File: src/common/axi_w_pkg.sv
`default_nettype none

package axi_w_pkg;

	// Bus widths
	parameter int ADDR_W = 32;
	parameter int DATA_W = 64;
	parameter int STRB_W = DATA_W / 8;
	parameter int ID_W = 4;
	parameter int LEN_W = 8; // Beats minus one

	// Byte offset bits inside one data word
	parameter int BYTE_OFF_W = $clog2(STRB_W);

	// Bytes per beat, AXI AxSIZE coding
	typedef enum logic [2:0] {
		SIZE_1 = 3'd0,
		SIZE_2 = 3'd1,
		SIZE_4 = 3'd2,
		SIZE_8 = 3'd3
	} size_e;

	typedef enum logic [1:0] {
		RESP_OKAY   = 2'd0,
		RESP_EXOKAY = 2'd1,
		RESP_SLVERR = 2'd2,
		RESP_DECERR = 2'd3
	} resp_e;

	// Write master FSM
	typedef enum logic [1:0] {
		W_IDLE = 2'd0,
		W_ADDR = 2'd1, // AW offered
		W_DATA = 2'd2, // W beats
		W_RESP = 2'd3  // Waiting for B
	} mst_state_e;

	// SRAM slave FSM
	typedef enum logic [1:0] {
		S_IDLE = 2'd0,
		S_DATA = 2'd1,
		S_RESP = 2'd2
	} slv_state_e;

endpackage

`default_nettype wire

File: src/common/axi_w_if.sv
`timescale 1ns/1ps
`default_nettype none

interface axi_w_if;

	// AW channel
	logic                          aw_valid;
	logic                          aw_ready;
	logic [axi_w_pkg::ID_W-1:0]    aw_id;
	logic [axi_w_pkg::ADDR_W-1:0]  aw_addr;
	logic [axi_w_pkg::LEN_W-1:0]   aw_len;
	axi_w_pkg::size_e              aw_size;

	// W channel
	logic                          w_valid;
	logic                          w_ready;
	logic [axi_w_pkg::DATA_W-1:0]  w_data;
	logic [axi_w_pkg::STRB_W-1:0]  w_strb;
	logic                          w_last;

	// B channel
	logic                          b_valid;
	logic                          b_ready;
	logic [axi_w_pkg::ID_W-1:0]    b_id;
	axi_w_pkg::resp_e              b_resp;

	modport master (
		output aw_valid, aw_id, aw_addr, aw_len, aw_size,
		input  aw_ready,
		output w_valid, w_data, w_strb, w_last,
		input  w_ready,
		input  b_valid, b_id, b_resp,
		output b_ready
	);

	modport slave (
		input  aw_valid, aw_id, aw_addr, aw_len, aw_size,
		output aw_ready,
		input  w_valid, w_data, w_strb, w_last,
		output w_ready,
		output b_valid, b_id, b_resp,
		input  b_ready
	);

endinterface

`default_nettype wire

File: src/axi_w/axi_w_master.sv
`timescale 1ns/1ps
`default_nettype none

module axi_w_master (
	input  logic                          clk,
	input  logic                          reset_n,

	// Core store request
	input  logic                          cpu_aw_valid_i,
	input  logic [axi_w_pkg::ID_W-1:0]    cpu_id_i,
	input  logic [axi_w_pkg::ADDR_W-1:0]  cpu_addr_i,
	input  logic [axi_w_pkg::DATA_W-1:0]  cpu_data_i,
	input  logic [axi_w_pkg::LEN_W-1:0]   cpu_len_i,
	input  axi_w_pkg::size_e              cpu_size_i,
	output logic                          cpu_aw_ready_o,
	output logic                          cpu_w_done_o,
	output axi_w_pkg::resp_e              cpu_w_resp_o,

	axi_w_if.master                       bus
);

	axi_w_pkg::mst_state_e state_q;
	axi_w_pkg::mst_state_e state_d;

	logic                          accept;
	logic                          aw_fire;
	logic                          w_fire;
	logic                          b_fire;

	logic [axi_w_pkg::LEN_W-1:0]   beat_cnt_q;
	logic [axi_w_pkg::ADDR_W-1:0]  beat_addr_q;
	logic [axi_w_pkg::ADDR_W-1:0]  beat_bytes;
	logic [axi_w_pkg::STRB_W-1:0]  lane_mask;

	assign cpu_aw_ready_o = (state_q == axi_w_pkg::W_IDLE);
	assign accept         = cpu_aw_valid_i && cpu_aw_ready_o;

	assign aw_fire = bus.aw_valid && bus.aw_ready;
	assign w_fire  = bus.w_valid && bus.w_ready;
	assign b_fire  = bus.b_valid && bus.b_ready;

	// Valids come straight from the state register
	assign bus.aw_valid = (state_q == axi_w_pkg::W_ADDR);
	assign bus.w_valid  = (state_q == axi_w_pkg::W_DATA);
	assign bus.b_ready  = (state_q == axi_w_pkg::W_RESP);

	// Request is held by the core until done
	assign bus.aw_id   = cpu_id_i;
	assign bus.aw_addr = cpu_addr_i;
	assign bus.aw_len  = cpu_len_i;
	assign bus.aw_size = cpu_size_i;

	assign bus.w_data = cpu_data_i; // Same word on every beat
	assign bus.w_last = (beat_cnt_q == cpu_len_i);

	// 1, 2, 4 or 8 bytes per beat
	assign beat_bytes = {{(axi_w_pkg::ADDR_W-1){1'b0}}, 1'b1} << cpu_size_i;

	// Low beat_bytes lanes shifted to the beat's byte offset
	assign lane_mask  = ~({axi_w_pkg::STRB_W{1'b1}} << beat_bytes);
	assign bus.w_strb = lane_mask << beat_addr_q[axi_w_pkg::BYTE_OFF_W-1:0];

	always_comb begin
		state_d = state_q;
		case (state_q)
			axi_w_pkg::W_IDLE: begin
				if (accept)
					state_d = axi_w_pkg::W_ADDR;
			end
			axi_w_pkg::W_ADDR: begin
				if (aw_fire)
					state_d = axi_w_pkg::W_DATA;
			end
			axi_w_pkg::W_DATA: begin
				if (w_fire && bus.w_last)
					state_d = axi_w_pkg::W_RESP;
			end
			axi_w_pkg::W_RESP: begin
				if (b_fire)
					state_d = axi_w_pkg::W_IDLE;
			end
			default: state_d = axi_w_pkg::W_IDLE;
		endcase
	end

	always_ff @(posedge clk) begin
		if (!reset_n) begin
			state_q <= axi_w_pkg::W_IDLE;
		end else begin
			state_q <= state_d;
		end
	end

	// Beat counter cleared after the last beat
	always_ff @(posedge clk) begin
		if (!reset_n) begin
			beat_cnt_q <= '0;
		end else if (accept) begin
			beat_cnt_q <= '0;
		end else if (w_fire) begin
			if (bus.w_last)
				beat_cnt_q <= '0;
			else
				beat_cnt_q <= beat_cnt_q + 1'b1;
		end
	end

	// Address of the current W beat
	always_ff @(posedge clk) begin
		if (accept)
			beat_addr_q <= cpu_addr_i;
		else if (w_fire)
			beat_addr_q <= beat_addr_q + beat_bytes;
	end

	always_ff @(posedge clk) begin
		if (!reset_n) begin
			cpu_w_done_o <= 1'b0;
		end else begin
			cpu_w_done_o <= b_fire; // One cycle pulse
		end
	end

	always_ff @(posedge clk) begin
		if (b_fire)
			cpu_w_resp_o <= bus.b_resp;
	end

	a_beat_cnt_range: assert property (@(posedge clk) disable iff (!reset_n)
		(state_q != axi_w_pkg::W_IDLE) |-> (beat_cnt_q <= cpu_len_i));

	// The slave must echo the id of the request
	a_b_id_match: assert property (@(posedge clk) disable iff (!reset_n)
		b_fire |-> (bus.b_id == cpu_id_i));

endmodule

`default_nettype wire

File: src/flat_wrapper.sv
// flat-port wrapper written by rule: the top's interface ports become plain ports
module axi_w_master_flat 
  (clk, reset_n, cpu_aw_valid_i, cpu_id_i, cpu_addr_i, cpu_data_i, cpu_len_i, cpu_size_i, cpu_aw_ready_o, cpu_w_done_o, cpu_w_resp_o, bus_aw_valid, bus_aw_id, bus_aw_addr, bus_aw_len, bus_aw_size, bus_aw_ready, bus_w_valid, bus_w_data, bus_w_strb, bus_w_last, bus_w_ready, bus_b_valid, bus_b_id, bus_b_resp, bus_b_ready);
  axi_w_if bus_i ();
  input  logic clk;
  input  logic reset_n;
  input  logic cpu_aw_valid_i;
  input  logic [axi_w_pkg::ID_W-1:0] cpu_id_i;
  input  logic [axi_w_pkg::ADDR_W-1:0] cpu_addr_i;
  input  logic [axi_w_pkg::DATA_W-1:0] cpu_data_i;
  input  logic [axi_w_pkg::LEN_W-1:0] cpu_len_i;
  input  axi_w_pkg::size_e cpu_size_i;
  output logic cpu_aw_ready_o;
  output logic cpu_w_done_o;
  output axi_w_pkg::resp_e cpu_w_resp_o;
  output wire logic [$bits(bus_i.aw_valid)-1:0] bus_aw_valid;
  output wire logic [$bits(bus_i.aw_id)-1:0] bus_aw_id;
  output wire logic [$bits(bus_i.aw_addr)-1:0] bus_aw_addr;
  output wire logic [$bits(bus_i.aw_len)-1:0] bus_aw_len;
  output wire logic [$bits(bus_i.aw_size)-1:0] bus_aw_size;
  input wire logic [$bits(bus_i.aw_ready)-1:0] bus_aw_ready;
  output wire logic [$bits(bus_i.w_valid)-1:0] bus_w_valid;
  output wire logic [$bits(bus_i.w_data)-1:0] bus_w_data;
  output wire logic [$bits(bus_i.w_strb)-1:0] bus_w_strb;
  output wire logic [$bits(bus_i.w_last)-1:0] bus_w_last;
  input wire logic [$bits(bus_i.w_ready)-1:0] bus_w_ready;
  input wire logic [$bits(bus_i.b_valid)-1:0] bus_b_valid;
  input wire logic [$bits(bus_i.b_id)-1:0] bus_b_id;
  input wire logic [$bits(bus_i.b_resp)-1:0] bus_b_resp;
  output wire logic [$bits(bus_i.b_ready)-1:0] bus_b_ready;
  assign bus_aw_valid = bus_i.aw_valid;
  assign bus_aw_id = bus_i.aw_id;
  assign bus_aw_addr = bus_i.aw_addr;
  assign bus_aw_len = bus_i.aw_len;
  assign bus_aw_size = bus_i.aw_size;
  assign bus_i.aw_ready = bus_aw_ready;
  assign bus_w_valid = bus_i.w_valid;
  assign bus_w_data = bus_i.w_data;
  assign bus_w_strb = bus_i.w_strb;
  assign bus_w_last = bus_i.w_last;
  assign bus_i.w_ready = bus_w_ready;
  assign bus_i.b_valid = bus_b_valid;
  assign bus_i.b_id = bus_b_id;
  assign bus_i.b_resp = bus_b_resp;
  assign bus_b_ready = bus_i.b_ready;
  axi_w_master u_core (.clk(clk), .reset_n(reset_n), .cpu_aw_valid_i(cpu_aw_valid_i), .cpu_id_i(cpu_id_i), .cpu_addr_i(cpu_addr_i), .cpu_data_i(cpu_data_i), .cpu_len_i(cpu_len_i), .cpu_size_i(cpu_size_i), .cpu_aw_ready_o(cpu_aw_ready_o), .cpu_w_done_o(cpu_w_done_o), .cpu_w_resp_o(cpu_w_resp_o), .bus(bus_i));
endmodule
File: config.mk
export PLATFORM = sky130hd
export DESIGN_NAME = axi_w_master_flat
export DESIGN_NICKNAME = d
export VERILOG_FILES = /design/src/common/axi_w_pkg.sv /design/src/common/axi_w_if.sv /design/src/axi_w/axi_w_master.sv /design/src/flat_wrapper.sv
export SDC_FILE = /design/constraint.sdc
export NUM_CORES = 1
export LEC_CHECK = 0
export ABC_AREA = 0
export BUFFER_PORTS_ARGS = -buffer_cell sky130_fd_sc_hd__buf_4
export CORE_AREA = 5 5 93 95
export DETAILED_ROUTE_END_ITERATION = 7
export DIE_AREA = 0 0 98 100
export GPL_TIMING_DRIVEN = 0
export PLACE_DENSITY = 0.69
export SLEW_MARGIN = 20
export SYNTH_ARGS = -nofsm -noshare
export SYNTH_HDL_FRONTEND = slang
export SYNTH_SLANG_ARGS = --single-unit
File: constraint.sdc
create_clock -name clk -period 5.6 [get_ports clk]
set_input_delay 1.12 -clock clk [delete_from_list [all_inputs] [get_ports clk]]
set_output_delay 1.12 -clock clk [all_outputs]
set_load 0.02 [all_outputs]
==> impl_summary.txt, run 1 <==
----------------------------------------------------
[Finish]
  Total number of nets in the final design ... ~520
  Synth-to-layout area growth ... 65.9%
  Share of cells above drive strength 1 ... 70.1%
  Fin util ... 42.1%
  Filler Cell Count ... 754
  Ant. Diodes ... 0

[Detailed routing]
  Routed Wire Length ... about 5800 um
  Routed length per placed instance ... about 12 um
  First-pass detailed-route iteration total ... 4
  DRC marker count from the first detailed-route iteration ... 28
  Detailed-route via count ... 1911
  Per-cell via count in the routed design ... 3.92
  Number of antenna-violating nets in the routed design ... 0
  Residual DRC ... 0

[Global route]
  Gr usage total ... 10.3%
  Global-route wire length before repair ... 8600 um
  Most Used Layer, Global Route ... met2
  Vias in the first global route ... 1858
  Met3 usage ... 4.86%
  Met2 global-route usage ... approximately a fifth
  Antenna violations before repair ... 0
  Met1 GRT Util ... 10.4%
  GR Overflow Total ... 0
  Maximum number of pins on one net before global-route repair ... 11

[Critical path]
  R2R depth ... 6
  Critical path data required time ... 4.48 ns
  Minimum setup slack among reg-to-reg paths ... around 3.5 ns
  CP max stage delay ... 0.37 ns
  Critical register-to-register path endpoint ... u_core.state_q[1]
  Setup crit end kind ... primary output
  Slowest CP cell ... sky130_fd_sc_hd__or2_2
  Data arrival time of the critical path ... 2.19 ns
  Largest fanout of any net on the critical path ... 9
  Worst-path cell chain ... clkbuf_1 -> or2_2 -> o22a_1 -> o21a_1 -> buf_4
  Capture point of the critical path ... bus_w_strb[5]
  Worst flop-to-flop path startpoint ... u_core.state_q[0]
  Startpoint Class ... primary input
  Worst Setup Path Type ... in -> out
  Beginning of the critical path ... cpu_size_i[0]

[STA]
  Final hold vios ... 0
  Period Utilization, post-route ... 59.1%
  Unrepaired setup endpoints after global routing ... no
  Highest achievable clock rate ... 0.302 GHz
  Count of pins over their slew limit ... 0
  Final worst path period need ... roughly 3.3 ns
  Setup TNS after final layout ... 0 ns
  Worst slew slack as a fraction of its limit ... 61.0%
  Setup violations, final ... 0
  Measured slew at the worst slew-check pin ... 0.583 ns
  Clock Skew ... 0.00484 ns

[Logic synthesis]
  Fraction of registers with async set or reset after synthesis ... 0%
  Number of flops mapped to enable cells by yosys ... 5
  Mean instance size in the synthesized netlist ... 8.25 um2
  Warning count from the yosys run ... 0
  Sequential cell area fraction in the yosys report ... 19.1%
  Most common flop cell mapped by yosys ... sky130_fd_sc_hd__dfxtp_1
  Combined area of all synthesized cells ... 0.00194 mm2
  Synthesized instance count ... about 240
  Synthesis-stage register bit count ... 16
  Synth unique cells ... 37
  Number of nets in the synthesized netlist ... between 300 and 400

[Power and ir drop]
  Portion of total power attributed to the clock network ... between 10% and 20%
  Max VDD drop ... 0.0000883 V
  Power Dens Cells ... about 240 mW/mm2
  Internal power summed over all cells ... 461 uW
  Combinational fraction of design power ... 65.7%
  Register share of total power ... 21.1%
  Switching power summed over all nets ... 327 uW
  Leak Pwr ... 1.64 nW
  Sw frac ... 41.5%

[Run status]
  Result of the run ... completed

[Clocking]
  # Post-CTS Setup Buffers ... 0
  Clock tree root buffer cell ... sky130_fd_sc_hd__clkbuf_8
  Longest Clk Path Bufs ... 2
  CTS tree ... yes
  Clock input transition at the sequential cells of the worst setup and hold paths ... about 0.06 ns
  Sink Count ... 16
  Hold Buf Count CTS ... 0
  Number of CTS-inserted buffers ... 3
  Clock latency reported for the late side of the worst-skew pair ... 0.25 ns
  CTS H-Tree Depth ... 1
  Gates resized, CTS repair ... 0

[Placed design]
  Count of input and output buffers ... 146
  Dpl hpwl ... between 5000 and 6000 um
  Final estimated routing congestion in global placement ... 0.678

[Die]
  Die Footprint ... just under 0.01 mm2
  Die outline height ... 100 um
  Starting density of the core ... 25.4%
  Placeable core region ... 0.00765 mm2
  Number of placement rows ... 32
  I/O pins ... 250
  Die boundary width ... 98 um

[Flow run]
  MaxCap Viol Count ... 0

[Min path]
  Hold/Removal Path Class ... reg -> reg

----------------------------------------------------
critical path, delay by kind of cell:
family | cells | cell delay, ns
AOI/OAI and AO/OA | 2 | 0.38
and+or+nand+nor | 1 | 0.37
buffers and inverters | 2 | 0.32
cells by family (layout without fill, tap and decap cells):
group / after synthesis / count (layout) / synth area share (%)
xor+xnor: 17 / 17 / 7.68
flops: 16 / 16 / 19.1
fa+ha+maj: 7 / 7 / 4.90
mux: 3 / 3 / 1.74
buf+inv: 118 / 268 / 44.3
compound gates: 18 / 18 / 7.03
simple gates: 56 / 56 / 15.2
per-stage QoR:
step	setup slack (ns)	hold WS [ns]	instance area [um2]	total power, mW	cells
2_1_floorplan	2.46	0.477	1940	0.511	235
3_3_place_gp	2.30	0.502	3160	0.686	483
3_5_place_dp	2.29	0.534	3160	0.694	483
4_1_cts	2.29	0.547	3220	0.802	487
5_1_grt	2.21	0.565	3220	0.845	487
6_report	2.29	0.535	3220	0.788	487
registers in the layout (all words and copies together) (netlist names):
name                 flops
u_core.beat_addr_q       3
u_core.beat_cnt_q        8
u_core.cpu_w_done_o      1
u_core.cpu_w_resp_o      2
u_core.state_q           2
placed cells by master, fill, tap and decap left out, types with 3 or more instances in the layout:
| master | instances |
|---|---|
| sky130_fd_sc_hd__buf_4 | 257 |
| sky130_fd_sc_hd__xnor2_1 | 15 |
| sky130_fd_sc_hd__nor2_1 | 14 |
| sky130_fd_sc_hd__nand2_1 | 13 |
| sky130_fd_sc_hd__dfxtp_1 | 11 |
| sky130_fd_sc_hd__nor3_1 | 8 |
| sky130_fd_sc_hd__ha_1 | 6 |
| sky130_fd_sc_hd__clkbuf_1 | 5 |
| sky130_fd_sc_hd__a21oi_1 | 5 |
| sky130_fd_sc_hd__edfxtp_1 | 5 |
| sky130_fd_sc_hd__and2_1 | 4 |
| sky130_fd_sc_hd__clkbuf_8 | 4 |
| sky130_fd_sc_hd__o21a_1 | 3 |
| sky130_fd_sc_hd__mux2_2 | 3 |
| sky130_fd_sc_hd__nand3_1 | 3 |
cell usage after synthesis (3+ instances only):
cell                       count  area share (%)
sky130_fd_sc_hd__nor2_1       14             2.7
sky130_fd_sc_hd__mux2_2        3             1.7
sky130_fd_sc_hd__nor3_1        8             2.1
sky130_fd_sc_hd__and2_1        4             1.3
sky130_fd_sc_hd__nand2_1      13             2.5
sky130_fd_sc_hd__xnor2_1      15             6.8
sky130_fd_sc_hd__o21a_1        3             1.2
sky130_fd_sc_hd__buf_4       111              43
sky130_fd_sc_hd__edfxtp_1      5             7.7
sky130_fd_sc_hd__a21oi_1       5             1.3
sky130_fd_sc_hd__dfxtp_1      11              11
sky130_fd_sc_hd__clkbuf_1      5            0.97
sky130_fd_sc_hd__ha_1          6             3.9
sky130_fd_sc_hd__nand3_1       3            0.77
per-layer routing:
layer  part of all wire, %  routed length [um]
met1                    32                1890
met2                    55                3210
met3                    12                 723
met4                  0.39                  23
met5                     0                   0
worst min-delay path by stage:
stage	start	end	slack (ns)	cells past startpoint
after global placement	u_core.beat_cnt_q[1]	u_core.beat_cnt_q[1]	0.50	2
after CTS	u_core.beat_cnt_q[1]	u_core.beat_cnt_q[1]	0.55	2
after detailed placement	u_core.beat_cnt_q[1]	u_core.beat_cnt_q[1]	0.53	2
final	u_core.beat_cnt_q[1]	u_core.beat_cnt_q[1]	0.54	2
after floorplan	u_core.beat_cnt_q[1]	u_core.beat_cnt_q[1]	0.48	2
after global routing	u_core.beat_cnt_q[1]	u_core.beat_cnt_q[1]	0.57	2
final cells by class:
cell class                 count  area [um2]  area share (%)
buffer                       116         852            26.5
clock buffer                   4        55.1            1.71
inverter                       2        7.51           0.233
multi-input combinational    101         709            22.0
sequential                    16         370            11.5
tap                          102         128            3.97
timing repair buffer         146        1100            34.1
power groups by stage:
stage / registers [mW] / logic (mW) / clock network [mW]
floorplan: 0.166 / 0.345 / 0
global placement: 0.168 / 0.518 / 0
detailed placement: 0.169 / 0.525 / 0
CTS: 0.167 / 0.526 / 0.109
global route: 0.171 / 0.558 / 0.117
finish: 0.166 / 0.518 / 0.104
(Power assumes the default switching activity.)
==> run 2, diff against run 1 <==
Settings changed: PLACE_DENSITY 0.69 to 0.71.
Clock period 5.6 ns to 2.7 ns, I/O delays scaled along.
==> impl_summary.txt, run 2 (same netlist as run 1, synthesis figures left out) <==
----------------------------------------------------
[Finish]
  Ant. Diodes ... 0
  Final Instance Area ... roughly 0.0032 mm2
  Total number of nets in the final design ... just over 500
  Share of cells above drive strength 1 ... a little over two thirds
  Synth-to-layout area growth ... 65.9%
  Reg with most FFs ... u_core.beat_cnt_q
  Most frequent cells in the layout ... sky130_fd_sc_hd__buf_4 (257), sky130_fd_sc_hd__xnor2_1 (15), sky130_fd_sc_hd__nor2_1 (14)
  Max reg flops ... 8
  Most common cell after layout, fill and taps aside ... sky130_fd_sc_hd__buf_4
  Registers with the most flip-flops ... u_core.beat_cnt_q (8), u_core.beat_addr_q (3)
  Fin util ... a little over two fifths

[STA]
  Worst slew slack as a fraction of its limit ... 57.7%
  Measured slew at the worst slew-check pin ... roughly 0.63 ns
  Count of pins over their slew limit ... 0
  Clock Skew ... 0.00320 ns
  Setup violations, final ... 0
  Setup TNS after final layout ... 0 ns
  Final worst path period need ... 2.24 ns
  Unrepaired setup endpoints after global routing ... no
  Highest achievable clock rate ... 0.447 GHz
  Period Utilization, post-route ... 82.9%
  Final hold vios ... 0

[Clocking]
  Hold Buf Count CTS ... 0
  CTS tree ... yes
  Sink Count ... 16
  Clock input transition at the sequential cells of the worst setup and hold paths ... 0.07 ns
  Clock latency reported for the late side of the worst-skew pair ... 0.25 ns
  CTS H-Tree Depth ... 1
  Number of CTS-inserted buffers ... 3
  Gates resized, CTS repair ... 0
  Clock tree root buffer cell ... sky130_fd_sc_hd__clkbuf_8
  Longest Clk Path Bufs ... 2
  # Post-CTS Setup Buffers ... 0

[Critical path]
  Critical path data required time ... 2.16 ns
  Largest fanout of any net on the critical path ... 10
  Setup crit end kind ... primary output
  Worst Setup Path Type ... reg -> out
  Data arrival time of the critical path ... 1.70 ns
  Startpoint Class ... flop

[Global route]
  Global-route wire length before repair ... 9000 um
  Vias in the first global route ... 1884
  Maximum number of pins on one net before global-route repair ... 11
  Antenna violations before repair ... 0
  Gr usage total ... between 10% and 20%
  GR Overflow Total ... 0

[Detailed routing]
  Routed Wire Length ... 6010 um
  Residual DRC ... 0
  Per-cell via count in the routed design ... approximately 3.9
  Detailed-route via count ... about 1.9k
  First-pass detailed-route iteration total ... 4
  Routed length per placed instance ... 12.3 um
  DRC marker count from the first detailed-route iteration ... 17
  Number of antenna-violating nets in the routed design ... 0

[Power and ir drop]
  Internal power summed over all cells ... 959 uW
  Leak Pwr ... around 1.6 nW
  Power Dens Cells ... 510 mW/mm2
  Switching power summed over all nets ... 683 uW
  Sw frac ... 41.6%
  Portion of total power attributed to the clock network ... 12.9%
  Register share of total power ... 21.0%
  Combinational fraction of design power ... roughly two thirds
  Max VDD drop ... 0.000176 V

[Run status]
  Result of the run ... completed

[Die]
  Starting density of the core ... 25.4%
  Die boundary width ... approximately 98 um
  Die Footprint ... 0.00980 mm2
  I/O pins ... 250
  Placeable core region ... about 0.0076 mm2
  Die outline height ... 100 um
  Number of placement rows ... 32

[Placed design]
  Dpl hpwl ... 5500 um
  Count of input and output buffers ... about 150
  Placed cell areas ... roughly 0.0032 mm2
  Final estimated routing congestion in global placement ... 0.769

[Min path]
  Hold/Removal Path Class ... in -> reg

[Flow run]
  MaxCap Viol Count ... 0

----------------------------------------------------
## run 2: cell type report
cell class | count | area [um2]
Buffer | 116 | 852
Clock buffer | 4 | 55.1
Fill cell | 769 | 4430
Inverter | 2 | 7.51
Multi-Input combinational cell | 101 | 709
Sequential cell | 16 | 370
Tap cell | 102 | 128
Timing Repair Buffer | 146 | 1100
## run 2: worst max-delay path: stages (launching register included)
cell	delay [ns]
sky130_fd_sc_hd__edfxtp_1	0.42
sky130_fd_sc_hd__clkbuf_1	0.22
sky130_fd_sc_hd__and2_1	0.23
sky130_fd_sc_hd__o32a_1	0.28
sky130_fd_sc_hd__nor2_1	0.09
sky130_fd_sc_hd__a21oi_1	0.05
sky130_fd_sc_hd__buf_4	0.16
## run 2: worst paths after layout
kind / from / endpoint / slack (ns) / depth (start not counted)
max reg2reg: u_core.state_q[1] / u_core.state_q[1] / 0.56 / 6
max: u_core.beat_addr_q[1] / bus_w_strb[6] / 0.46 / 6
min: bus_b_resp[0] / u_core.cpu_w_resp_o[0] / 0.47 / 1
min reg2reg: u_core.beat_cnt_q[1] / u_core.beat_cnt_q[1] / 0.52 / 2
## run 2: power groups by stage
stage / Clock (mW) / Sequential, mW / Combinational (mW)
after global routing: 0.235 / 0.352 / 1.17
after global placement: 0 / 0.349 / 1.08
after floorplan: 0 / 0.344 / 0.715
final: 0.211 / 0.345 / 1.09
after detailed placement: 0 / 0.351 / 1.10
after CTS: 0.222 / 0.346 / 1.10
## run 2: metrics by stage
step / instances / power, mW / setup slack [ns] / hold WS [ns]
final: 487 / 1.64 / 0.463 / 0.468
after global routing: 487 / 1.76 / 0.324 / 0.459
after CTS: 487 / 1.67 / 0.440 / 0.461
after detailed placement: 483 / 1.45 / 0.249 / 0.507
after global placement: 483 / 1.43 / 0.296 / 0.499
after floorplan: 235 / 1.06 / 0.512 / 0.477
## run 2: routing by layer
metal | part of all wire (%) | wire [um] | GRT usage (%) | vias to the layer above
li1 | - | - | - | 959
met1 | 32 | 1910 | 11.2 | 818
met2 | 56 | 3380 | 20.9 | 113
met3 | 12 | 719 | 3.96 | 0
met4 | 0 | 0 | 1.81 | 0
met5 | 0 | 0 | 0 | -
